--- src/tile_render_pkg.sv ---
package tile_render_pkg;

  // Line, tile and map geometry
  localparam int LINE_WIDTH   = 64;
  localparam int TILE_SIZE    = 8;
  localparam int MAP_TILES    = 16;
  localparam int NUM_LAYERS   = 2;
  localparam int X_WIDTH      = 7;
  localparam int LINE_Y_WIDTH = 7;

  localparam int TILE_BITS  = $clog2(TILE_SIZE);
  localparam int MAP_BITS   = $clog2(MAP_TILES);
  localparam int LAYER_BITS = $clog2(NUM_LAYERS);
  localparam int BUF_X_BITS = $clog2(LINE_WIDTH);

  // Memory ports
  localparam int MAP_ADDR_WIDTH  = 9;
  localparam int MAP_DATA_WIDTH  = 8;
  localparam int VRAM_ADDR_WIDTH = 16;
  localparam int VRAM_DATA_WIDTH = 16;
  localparam int PAL_ADDR_WIDTH  = 10;
  localparam int PAL_DATA_WIDTH  = 24;
  localparam int RGB_WIDTH       = 18;

  localparam int TEXEL_WIDTH    = 8;
  localparam int PAL_BANK_WIDTH = PAL_ADDR_WIDTH - TEXEL_WIDTH;
  localparam int WORDS_PER_TILE = 32;
  localparam int PIPE_DEPTH     = 3;

  // Map entry layout when flipping is enabled
  localparam int FLIP_X_BIT      = 7;
  localparam int FLIP_Y_BIT      = 6;
  localparam int FLIP_XY_BIT     = 5;
  localparam int TILE_VALUE_BITS = 5;

  typedef enum logic [1:0] {
    ST_IDLE,
    ST_DRAW,
    ST_DONE
  } render_state_t;

  typedef struct packed {
    logic                       enabled;
    logic                       enable_flip;
    logic                       enable_nop;
    logic                       enable_transp;
    logic [PAL_BANK_WIDTH-1:0]  pal_bank;
    logic [MAP_DATA_WIDTH-1:0]  nop_value;
    logic [TEXEL_WIDTH-1:0]     color_key;
    // In VRAM words
    logic [VRAM_ADDR_WIDTH-1:0] data_offset;
    logic [X_WIDTH-1:0]         offset_x;
    logic [LINE_Y_WIDTH-1:0]    offset_y;
  } layer_cfg_t;

  typedef struct packed {
    logic [X_WIDTH-1:0]               scroll_x;
    logic [LINE_Y_WIDTH-1:0]          scroll_y;
    layer_cfg_t [NUM_LAYERS-1:0]      layer;
  } render_cfg_t;

  typedef struct packed {
    logic                    valid;
    logic [LAYER_BITS-1:0]   layer;
    logic                    half;
    logic [X_WIDTH-1:0]      buf_x;
    logic [LINE_Y_WIDTH-1:0] line_y;
  } map_op_t;

  typedef struct packed {
    logic                  valid;
    logic [LAYER_BITS-1:0] layer;
    logic                  half;
    logic [X_WIDTH-1:0]    buf_x;
    logic [TILE_BITS-1:0]  tile_x;
    logic [TILE_BITS-1:0]  tile_y;
  } fetch_op_t;

  typedef struct packed {
    logic                  valid;
    logic [LAYER_BITS-1:0] layer;
    logic                  half;
    logic [X_WIDTH-1:0]    buf_x;
    logic                  byte_sel;
    logic                  skip;
  } texel_op_t;

  typedef struct packed {
    logic               valid;
    logic               half;
    logic [X_WIDTH-1:0] buf_x;
  } write_op_t;

endpackage

--- src/render_sequencer.sv ---
`timescale 1ns/1ps

module render_sequencer
  import tile_render_pkg::*;
(
  input  logic                    clk,
  input  logic                    reset,
  input  logic                    req,
  input  logic [LINE_Y_WIDTH-1:0] line_y,
  input  render_cfg_t             cfg,
  output logic                    ack,
  output map_op_t                 op
);

  render_state_t                    state;
  logic [LAYER_BITS-1:0]            layer;
  logic [X_WIDTH-1:0]               x;
  logic [$clog2(PIPE_DEPTH+1)-1:0]  drain_cnt;
  int                               search_from;
  logic                             next_found;
  logic [LAYER_BITS-1:0]            next_layer;
  logic                             last_x;

  // Lowest enabled layer at or above search_from, so disabled layers cost nothing
  always_comb begin
    search_from = (state == ST_IDLE) ? 0 : int'(layer) + 1;
    next_found  = 1'b0;
    next_layer  = '0;
    for (int i = NUM_LAYERS - 1; i >= 0; i--) begin
      if (cfg.layer[i].enabled && (i >= search_from)) begin
        next_found = 1'b1;
        next_layer = LAYER_BITS'(i);
      end
    end
  end

  assign last_x = (x == X_WIDTH'(LINE_WIDTH - 1));

  always_ff @(posedge clk or posedge reset) begin
    if (reset) begin
      state     <= ST_IDLE;
      layer     <= '0;
      x         <= '0;
      drain_cnt <= '0;
      ack       <= 1'b0;
    end else begin
      case (state)
        ST_IDLE: begin
          if (req) begin
            x         <= '0;
            drain_cnt <= '0;
            if (next_found) begin
              state <= ST_DRAW;
              layer <= next_layer;
            end else begin
              state <= ST_DONE;
            end
          end
        end
        ST_DRAW: begin
          if (last_x) begin
            x <= '0;
            if (next_found) begin
              layer <= next_layer;
            end else begin
              state <= ST_DONE;
            end
          end else begin
            x <= x + 1;
          end
        end
        ST_DONE: begin
          // Let the last pixels drain through the pipeline before answering
          if (!ack) begin
            if (drain_cnt == PIPE_DEPTH - 1) begin
              ack <= 1'b1;
            end else begin
              drain_cnt <= drain_cnt + 1;
            end
          end else if (!req) begin
            ack   <= 1'b0;
            state <= ST_IDLE;
          end
        end
        default: state <= ST_IDLE;
      endcase
    end
  end

  always_comb begin
    op.valid  = (state == ST_DRAW);
    op.layer  = layer;
    op.half   = line_y[0];
    op.buf_x  = x;
    op.line_y = line_y;
  end

  // Handshake: ack only comes up while the request is still held
  ack_needs_req_a: assert property (@(posedge clk) disable iff (reset) $rose(ack) |-> req);

endmodule

--- src/tile_map_stage.sv ---
`timescale 1ns/1ps

module tile_map_stage
  import tile_render_pkg::*;
(
  input  logic                      clk,
  input  logic                      reset,
  input  render_cfg_t               cfg,
  input  map_op_t                   op_in,
  output logic [MAP_ADDR_WIDTH-1:0] map_addr,
  output fetch_op_t                 op_out
);

  layer_cfg_t              lcfg;
  logic [X_WIDTH-1:0]      world_x;
  logic [LINE_Y_WIDTH-1:0] world_y;

  assign lcfg = cfg.layer[op_in.layer];

  // Truncation to 7 bits gives the wrap at the 128 pixel world edge
  assign world_x = op_in.buf_x + cfg.scroll_x - lcfg.offset_x;
  assign world_y = op_in.line_y + cfg.scroll_y - lcfg.offset_y;

  // Map address is layer, then map row, then map column
  assign map_addr = {op_in.layer,
                     world_y[LINE_Y_WIDTH-1 -: MAP_BITS],
                     world_x[X_WIDTH-1 -: MAP_BITS]};

  // Tile-local position travels with the op while the map read is in flight
  always_ff @(posedge clk or posedge reset) begin
    if (reset) begin
      op_out <= '0;
    end else begin
      op_out.valid  <= op_in.valid;
      op_out.layer  <= op_in.layer;
      op_out.half   <= op_in.half;
      op_out.buf_x  <= op_in.buf_x;
      op_out.tile_x <= world_x[TILE_BITS-1:0];
      op_out.tile_y <= world_y[TILE_BITS-1:0];
    end
  end

endmodule

--- src/texel_fetch_stage.sv ---
`timescale 1ns/1ps

module texel_fetch_stage
  import tile_render_pkg::*;
(
  input  logic                       clk,
  input  logic                       reset,
  input  render_cfg_t                cfg,
  input  fetch_op_t                  op_in,
  input  logic [MAP_DATA_WIDTH-1:0]  map_data,
  output logic [VRAM_ADDR_WIDTH-1:0] vram_addr,
  output texel_op_t                  op_out
);

  layer_cfg_t                 lcfg;
  logic                       flip_x;
  logic                       flip_y;
  logic                       flip_xy;
  logic [MAP_DATA_WIDTH-1:0]  tile_value;
  logic [TILE_BITS-1:0]       tx;
  logic [TILE_BITS-1:0]       ty;
  logic [VRAM_ADDR_WIDTH-1:0] tile_word;
  logic [VRAM_ADDR_WIDTH-1:0] row_word;

  assign lcfg = cfg.layer[op_in.layer];

  // Flip bits only exist when the layer enables them
  assign flip_x     = lcfg.enable_flip & map_data[FLIP_X_BIT];
  assign flip_y     = lcfg.enable_flip & map_data[FLIP_Y_BIT];
  assign flip_xy    = lcfg.enable_flip & map_data[FLIP_XY_BIT];
  assign tile_value = lcfg.enable_flip ? MAP_DATA_WIDTH'(map_data[TILE_VALUE_BITS-1:0])
                                       : map_data;

  // Diagonal flip swaps the axes first
  always_comb begin
    if (flip_xy) begin
      tx = flip_y ? ~op_in.tile_y : op_in.tile_y;
      ty = flip_x ? ~op_in.tile_x : op_in.tile_x;
    end else begin
      tx = flip_x ? ~op_in.tile_x : op_in.tile_x;
      ty = flip_y ? ~op_in.tile_y : op_in.tile_y;
    end
  end

  // Two texels per word, so the row holds four words
  assign tile_word = VRAM_ADDR_WIDTH'(tile_value) * VRAM_ADDR_WIDTH'(WORDS_PER_TILE);
  assign row_word  = VRAM_ADDR_WIDTH'({ty, tx[TILE_BITS-1:1]});
  assign vram_addr = lcfg.data_offset + tile_word + row_word;

  always_ff @(posedge clk or posedge reset) begin
    if (reset) begin
      op_out <= '0;
    end else begin
      op_out.valid    <= op_in.valid;
      op_out.layer    <= op_in.layer;
      op_out.half     <= op_in.half;
      op_out.buf_x    <= op_in.buf_x;
      op_out.byte_sel <= tx[0];
      op_out.skip     <= lcfg.enable_nop && (tile_value == lcfg.nop_value);
    end
  end

endmodule

--- src/palette_stage.sv ---
`timescale 1ns/1ps

module palette_stage
  import tile_render_pkg::*;
(
  input  logic                       clk,
  input  logic                       reset,
  input  render_cfg_t                cfg,
  input  texel_op_t                  op_in,
  input  logic [VRAM_DATA_WIDTH-1:0] vram_data,
  output logic [PAL_ADDR_WIDTH-1:0]  pal_addr,
  output write_op_t                  op_out
);

  layer_cfg_t             lcfg;
  logic [TEXEL_WIDTH-1:0] texel;
  logic                   transparent;
  logic                   write_en;

  assign lcfg = cfg.layer[op_in.layer];

  // Odd texel lives in the high byte
  assign texel = op_in.byte_sel ? vram_data[VRAM_DATA_WIDTH-1 -: TEXEL_WIDTH]
                                : vram_data[TEXEL_WIDTH-1:0];

  assign transparent = lcfg.enable_transp && (texel == lcfg.color_key);

  // Bank picks one of four 256-colour palettes
  assign pal_addr = {lcfg.pal_bank, texel};

  // NOP tiles and keyed texels leave the lower layer in place
  assign write_en = op_in.valid && !op_in.skip && !transparent;

  always_ff @(posedge clk or posedge reset) begin
    if (reset) begin
      op_out <= '0;
    end else begin
      op_out.valid <= write_en;
      op_out.half  <= op_in.half;
      op_out.buf_x <= op_in.buf_x;
    end
  end

endmodule

--- src/line_buffer.sv ---
`timescale 1ns/1ps

module line_buffer
  import tile_render_pkg::*;
(
  input  logic                      clk,
  input  logic                      reset,
  input  write_op_t                 wr_op,
  input  logic [PAL_DATA_WIDTH-1:0] pal_data,
  input  logic                      scan_en,
  input  logic [BUF_X_BITS-1:0]     scan_x,
  input  logic                      scan_half,
  output logic [RGB_WIDTH-1:0]      rgb,
  output logic                      rgb_valid
);

  // Two halves, one being drawn while the other scans out
  logic [PAL_DATA_WIDTH-1:0] mem [2][LINE_WIDTH];
  logic [PAL_DATA_WIDTH-1:0] rd_data;
  logic                      scan_en_q;

  // Palette data arrives in the same cycle as the write op
  always_ff @(posedge clk) begin
    if (wr_op.valid) begin
      mem[wr_op.half][wr_op.buf_x[BUF_X_BITS-1:0]] <= pal_data;
    end
  end

  always_ff @(posedge clk) begin
    rd_data <= mem[scan_half][scan_x];
  end

  always_ff @(posedge clk or posedge reset) begin
    if (reset) begin
      scan_en_q <= 1'b0;
      rgb       <= '0;
      rgb_valid <= 1'b0;
    end else begin
      scan_en_q <= scan_en;
      rgb_valid <= scan_en_q;
      // blue, green, red, top six bits each
      if (scan_en_q) begin
        rgb <= {rd_data[23:18], rd_data[15:10], rd_data[7:2]};
      end else begin
        rgb <= '0;
      end
    end
  end

  // Sequencer x count must stay inside one line
  wr_in_line_a: assert property (@(posedge clk) disable iff (reset)
    wr_op.valid |-> (wr_op.buf_x < X_WIDTH'(LINE_WIDTH)));

endmodule

--- src/tile_renderer.sv ---
`timescale 1ns/1ps

module tile_renderer
  import tile_render_pkg::*;
(
  input  logic                       clk,
  input  logic                       reset,
  input  render_cfg_t                cfg,
  input  logic                       req,
  input  logic [LINE_Y_WIDTH-1:0]    line_y,
  output logic                       ack,
  output logic [MAP_ADDR_WIDTH-1:0]  map_addr,
  input  logic [MAP_DATA_WIDTH-1:0]  map_data,
  output logic [VRAM_ADDR_WIDTH-1:0] vram_addr,
  input  logic [VRAM_DATA_WIDTH-1:0] vram_data,
  output logic [PAL_ADDR_WIDTH-1:0]  pal_addr,
  input  logic [PAL_DATA_WIDTH-1:0]  pal_data,
  input  logic                       scan_en,
  input  logic [BUF_X_BITS-1:0]      scan_x,
  input  logic                       scan_half,
  output logic [RGB_WIDTH-1:0]       rgb,
  output logic                       rgb_valid
);

  map_op_t   map_op;
  fetch_op_t fetch_op;
  texel_op_t texel_op;
  write_op_t write_op;

  render_sequencer seq_i (
    .clk    (clk),
    .reset  (reset),
    .req    (req),
    .line_y (line_y),
    .cfg    (cfg),
    .ack    (ack),
    .op     (map_op)
  );

  // Each stage sees the memory data for the op it just registered
  tile_map_stage map_i (
    .clk      (clk),
    .reset    (reset),
    .cfg      (cfg),
    .op_in    (map_op),
    .map_addr (map_addr),
    .op_out   (fetch_op)
  );

  texel_fetch_stage fetch_i (
    .clk       (clk),
    .reset     (reset),
    .cfg       (cfg),
    .op_in     (fetch_op),
    .map_data  (map_data),
    .vram_addr (vram_addr),
    .op_out    (texel_op)
  );

  palette_stage pal_i (
    .clk       (clk),
    .reset     (reset),
    .cfg       (cfg),
    .op_in     (texel_op),
    .vram_data (vram_data),
    .pal_addr  (pal_addr),
    .op_out    (write_op)
  );

  line_buffer buf_i (
    .clk       (clk),
    .reset     (reset),
    .wr_op     (write_op),
    .pal_data  (pal_data),
    .scan_en   (scan_en),
    .scan_x    (scan_x),
    .scan_half (scan_half),
    .rgb       (rgb),
    .rgb_valid (rgb_valid)
  );

endmodule

--- config.mk ---
export PLATFORM = sky130hd
export DESIGN_NAME = tile_renderer
export DESIGN_NICKNAME = d
export VERILOG_FILES = /design/src/tile_render_pkg.sv /design/src/render_sequencer.sv /design/src/tile_map_stage.sv /design/src/texel_fetch_stage.sv /design/src/palette_stage.sv /design/src/line_buffer.sv /design/src/tile_renderer.sv
export SDC_FILE = /design/constraint.sdc
export NUM_CORES = 2
export LEC_CHECK = 0
export BUFFER_PORTS_ARGS = -buffer_cell sky130_fd_sc_hd__clkbuf_2
export CORE_MARGIN = 5
export CORE_UTILIZATION = 40
export DETAILED_ROUTE_END_ITERATION = 12
export PLACE_DENSITY = 0.59
export SKIP_CTS_REPAIR_TIMING = 1
export SLEW_MARGIN = 20
export SYNTH_ARGS = -nofsm -noshare
export SYNTH_HDL_FRONTEND = slang
export SYNTH_SLANG_ARGS = --single-unit
--- constraint.sdc ---
create_clock -name clk -period 7.1 [get_ports clk]
set_input_delay 0 -clock clk [delete_from_list [all_inputs] [get_ports clk]]
set_output_delay 0 -clock clk [all_outputs]
set_load 0.05 [all_outputs]
======== Word level (Yosys, flattened, before mapping) ========
Memories as Yosys holds them, arrays and structs flattened.
Cells that the tools add are included.
storage, ports and cells
  flip-flop bits (word level) ............. 91
  bits in writable memories ............... 3,072
  output and inout port bits .............. 55
  word-level logic and storage cells ...... 123
  memories kept ........................... 1
cells by class
  add/sub/neg operators ................... 9
  order comparisons ....................... 8
  eq/ne operators ......................... 13
  multiplexer cells ....................... 45
  bitwise gates (word level) .............. 7
  reductions and logical operators ........ 16
memory list
  memory     words  width  read ports  clocked after Yosys merged registers in  wr ports  line               text
  buf_i.mem  2      1,536  1           0                                        1         line_buffer.sv:18  logic [PAL_DATA_WIDTH-1:0] mem [2][LINE_WIDTH];
operators by type and width
  operator                                             count
  2-to-1 mux 1536 bit                                  1
  binary-select mux 24 bit (select 6 bit)              1
  demux 24 bit (select 6 bit)                          1
  2-to-1 mux 51 bit                                    2
  2-to-1 mux 49 bit                                    2
  2-to-1 mux 24 bit                                    3
  >= comparator 1 x 32 -> 1 bit, first input constant  1
  >= comparator 2 x 32 -> 1 bit, first input constant  1
  2-to-1 mux 32 bit                                    1
  2-to-1 mux 14 bit                                    2
  2-to-1 mux 18 bit                                    1
  2-to-1 mux 2 bit                                     9
  adder 16 x 13 -> 16 bit                              1
  adder 16 x 5 -> 16 bit                               1
  == test 8 bit                                        2
  2-to-1 mux 8 bit                                     2
  adder 7 bit                                          2
  >= comparator 7 bit, second input constant           2
  2-to-1 mux 7 bit                                     2
  NOT 6 -> 7 bit                                       2
  one-hot mux 7 bit (2 select lines)                   1
  subtractor 7 bit                                     2
  2-to-1 mux 3 bit                                     4
  inequality test 2 bit, second input constant         6
  23 further kinds                                     46

======== Longest topological paths before layout ========
  depth in word-level cells ............... 9
  mapped depth ............................ 15
  mapped depth without buffers ............ 12

======== Cells and area by module ========
A second synthesis with hierarchy kept.
second synthesis, totals
  cells, all modules ...................... 3,973
  area total of the unflattened synthesis .. 93,470.9 um2
by module, submodules not included
  module             instances  cells each  area each (um2)
  line_buffer        1          3,476       88,790.2
  texel_fetch_stage  1          202         1,699.1
  tile_map_stage     1          163         1,555.2
  render_sequencer   1          86          828.3
  palette_stage      1          46          598.1

======== Worst setup path after synthesis ========
No wires, ideal clock.
  path type ............................... register to output
  start point ............................. reg map_i.op_out[14] (netlist name)
  end point ............................... out vram_addr[14]
  arrival ................................. 4,274 ps
  required time ........................... 7,100 ps
  setup slack ............................. 2,826 ps
  cell stages (with the launch flop) ...... 13
  path through ............................ dfrtp_1 clkbuf_1 buf_1 clkbuf_1 mux2_2 ha_1 fa_1 a211oi_1 nor2_1 o32ai_1 o21ai_0 a21oi_1 xor2_1
between the ends
  cells in the longest elaborated chain, start to end .. 6
  elaborated cells on any way between the ends .. 12
  those cells by class .................... 2 x add/sub; 7 x mux; 3 x bitwise
RTL lines
  item                                                                             line                     text
  from (decl)                                                                      tile_map_stage.sv:11     output fetch_op_t op_out
  2-to-1 mux 51 bit (implied by the code) * (2 in a row)                           texel_fetch_stage.sv:25  assign lcfg = cfg.layer[op_in.layer];
  parallel branches: the longest is 3 deep, another holds adder 16 x 13 -> 16 bit  --
  adder 16 x 5 -> 16 bit *                                                         texel_fetch_stage.sv:48  assign vram_addr = lcfg.data_offset + tile_word + row_word;
  to (decl)                                                                        tile_renderer.sv:14      output logic [VRAM_ADDR_WIDTH-1:0] vram_addr,
Mark *: on every way between the ends. The select of a mux whose other input is x is not followed.

======== Worst setup path in the final report ========
Same ends and word-level chain as after synthesis.

==> impl_metrics.toml <==
[status]
status = "completed"

[timing]
fin_setup_tns_ns = 0
hold_viol_final = 0
fin_crit_ns = 4.935
setup_violations = 0
skew_ns = 0.02954
rsz0062_at_grt = "false"
slew_viol_final = 0
worst_slew_pin_slew_ns = 1.168
period_share_pct = 69.50
max_freq_mhz = 202.6
relSlewSlack_pct = 22.07

[route]
drc = 0
wl_mm = 235.5
dr.pass1.iters = 6
ant_nets = 0
drt_iter0_drc = 4877
num_vias = 46920
viasPerCell = 5.600
wl_per_cell_um = 28.11

[synthesis]
synthFlopType = "edfxtp_1"
yosysSeqAreaShare_pct = 76.29
yosys.area_share.simple_pct = 2.443
synth-compound-area-share_pct = 3.948
synth_top_family_by_area = "multiplexers"
synth_largest_area_cell = "edfxtp_1"
synth_cells = 4681
synth_top_area_share_pct = 74.11
synthArstFlopShare_pct = 2.805
syn-mean-instance-area_um2 = 19.94
synth_edf_count = 2304
synthTopCellsByArea = "edfxtp_1 (74%), mux4_2 (9.1%), mux2i_1 (5.1%)"
synthXorXnorAreaFrac_pct = 0.4597
ys_ff_latch = 2389
synth_nets = 4907
synth_warnings = 0
ys_types = 58
synthAdderAreaFrac_pct = 0.6674
synth_area_um2 = 93360
muxShareOfSynthArea_pct = 14.62

[setup_path]
path_delay_family = "compound AO/OA/AOI/OAI gates"
cp_data_required_time_ns = 7.10
cp_slowest_cell = "o32ai_1"
regToRegEndpoint = "map_i.op_out[2]$_DFF_PP0_"
path_common_cell = "a21oi_1"
path_cells = "buf_4, mux2_2, nand2_1, o22ai_1, a21oi_1, ha_1, fa_1, a211oi_1, nor2_1, o32ai_1, o21ai_0, a21oi_1, xor2_1, clkbuf_2"
slowest_delay_ns = 0.54
ff2ff_path_depth = 6
r2r_slack_ns = 3.50
critPathMaxFanout = 28
critPathLaunchType = "register"
reg2reg_from = "seq_i.layer$_DFFE_PP0P_"
end_kind = "output pin"
path_depth = 14
critPathKind = "register to output pin"
cp_num_buf_inv = 2
startpoint = "map_i.op_out[14]$_DFF_PP0_"
cp.arrival_ns = 4.93
endpoint = "vram_addr[14]"

[global_route]
grt_pass1_vias = 47050
grt_max_degree = 108
antenna_found_initial = 18
overflow = 0
grt.total_usage_pct = 18.99
grt_pass1_wl_mm = 336.8

[cts]
cts_buffers = 232
cts_max_level = 4
cts_root_buf = "clkbuf_16"
cts_buffer_depth = 3
path_clk_slew_ns = 0.06
cts_tree = "done"
cts.sink_count = 2389
clk_latency_ns = 0.85

[cells_and_area]
syn_to_final_growth_pct = 14.88
final_util_pct = 46.12
fin_nets = 5348
finalNonFillerCells = 8378
multi_input_area_um2 = 21100
regArea_um2 = 71220
nFillCells = 19490
layout-drive-gt1-share_pct = 24.50

[pwr]
power_frac_comb_pct = 11.0
seqPwrFrac_pct = 50.2
power_frac_clock_pct = 38.8
switchingPower_mw = 7.696
sw_frac_of_total_pct = 24.47
power_mw = 31.45
p_leak_nw = 35.49
power_density_nw_per_um2 = 293.3
p_int_mw = 23.76
vdd_drop_max_uv = 271.2

[floorplan]
ios = 239
die_area_um2 = 243200
fp-row-count = 177
core_um2 = 232500
die_w_um = 493.1
initial_utilization_pct = 40.15
die_h_um = 493.1

[min_path]
whs_path_depth = 5
min_path_type = "input port to register"

[run]
drv_cap = 0

[placed_design]
place.gp.congestion = 0.7935
io_buffers = 232
place_hpwl_mm = 136.9
dpl.cell_count = 7875
[through the flow]
step,hold WS [ns],instance area (um^2),setup slack [ns]
6_report,0.01808,107300,2.165
3_5_place_dp,-0.04382,99100,3.041
5_1_grt,0.01205,107200,1.898
4_1_cts,-0.9675,106600,2.090
3_3_place_gp,-0.04736,99070,3.042
2_1_floorplan,0.03143,93360,2.826
[kinds of logic after synthesis]
group           count (synthesis)
buf+inv                       332
fa+ha+maj                      42
xor+xnor                       49
compound gates                508
simple gates                  474
mux                           887
flops                        2389
[power by group through the flow]
stage | Combinational (mW) | Clock, mW | Sequential [mW]
2_1_floorplan | 2.33 | 0 | 16.0
3_3_place_gp | 3.39 | 0 | 16.1
3_5_place_dp | 3.42 | 0 | 16.1
4_1_cts | 3.43 | 12.4 | 15.8
5_1_grt | 3.71 | 13.0 | 15.8
6_report | 3.47 | 12.2 | 15.8
[final cells by class]
class                      instances  area share [%]
sequential                      2389           66.41
multi-input combinational       1960           19.68
clock buffer                     296           5.820
tap                             3043           3.550
timing repair buffer             474           3.087
clock inverter                   142           1.207
inverter                          65          0.2298
antenna                            9         0.02100
[worst min path at each step]
stage,start,to,slack (ns)
after global placement,reset,seq_i.state[0]$_DFFE_PP0P_,-0.05
after floorplan,scan_en,buf_i.scan_en_q$_DFF_PP0_,0.03
after global routing,cfg[59],map_i.op_out[4]$_DFF_PP0_,0.01
final,cfg[7],map_i.op_out[4]$_DFF_PP0_,0.02
after detailed placement,reset,seq_i.layer$_DFFE_PP0P_,-0.04
after CTS,reset,seq_i.drain_cnt[1]$_DFFE_PP0P_,-0.97
[sequential cells by signal, summed over array words and instances, names as in the netlist]
register / count
seq_i.layer: 1
buf_i.scan_en_q: 1
map_i.op_out: 15
fetch_i.op_out: 11
seq_i.x: 7
pal_i.op_out: 8
buf_i.mem: 2304
buf_i.rgb: 18
buf_i.rd_data: 18
seq_i.state: 2
buf_i.rgb_valid: 1
seq_i.ack: 1
seq_i.drain_cnt: 2
[cells in the mapped netlist (all sizes together), types with 62 or more instances]
master and number:
edfxtp 2304, mux2i 473, mux4 378, a22oi 234, nor2 159, buf 144, clkbuf 123, nand3 96
nand2 90, dfrtp 67, inv 63, o21ai 62
[layout by cell type (no fill, tap or decap), types with 55 or more instances in the layout]
master / instances
a221oi_1: 55
a22oi_1: 234
buf_4: 196
clkbuf_16: 237
clkbuf_2: 210
dfrtp_1: 67
dlygate4sd3_1: 55
edfxtp_1: 2304
inv_1: 62
mux2i_1: 473
mux4_2: 378
nand2_1: 89
nand3_1: 95
nor2_2: 90
o21ai_0: 61
[per-layer routing]
metal	vias up	global-route usage, %	part of all wire [%]	routed length (um)
li1	20140	-	-	-
met2	1551	29.67	47	111200
met5	-	0	0.0055	13
met3	280	4.499	7.8	18290
met4	2	4.919	2.4	5589
met1	24950	27.04	43	100400
[worst register-to-register path: stages, from the launching register on]
cell,delay (ns)
dfrtp_1,0.81
mux2_2,0.43
fa_1,0.46
dlygate4sd3_1,0.61
fa_1,0.47
xnor2_1,0.14
dlygate4sd3_1,0.55
Note: power is estimated with default switching activity, not from simulation.
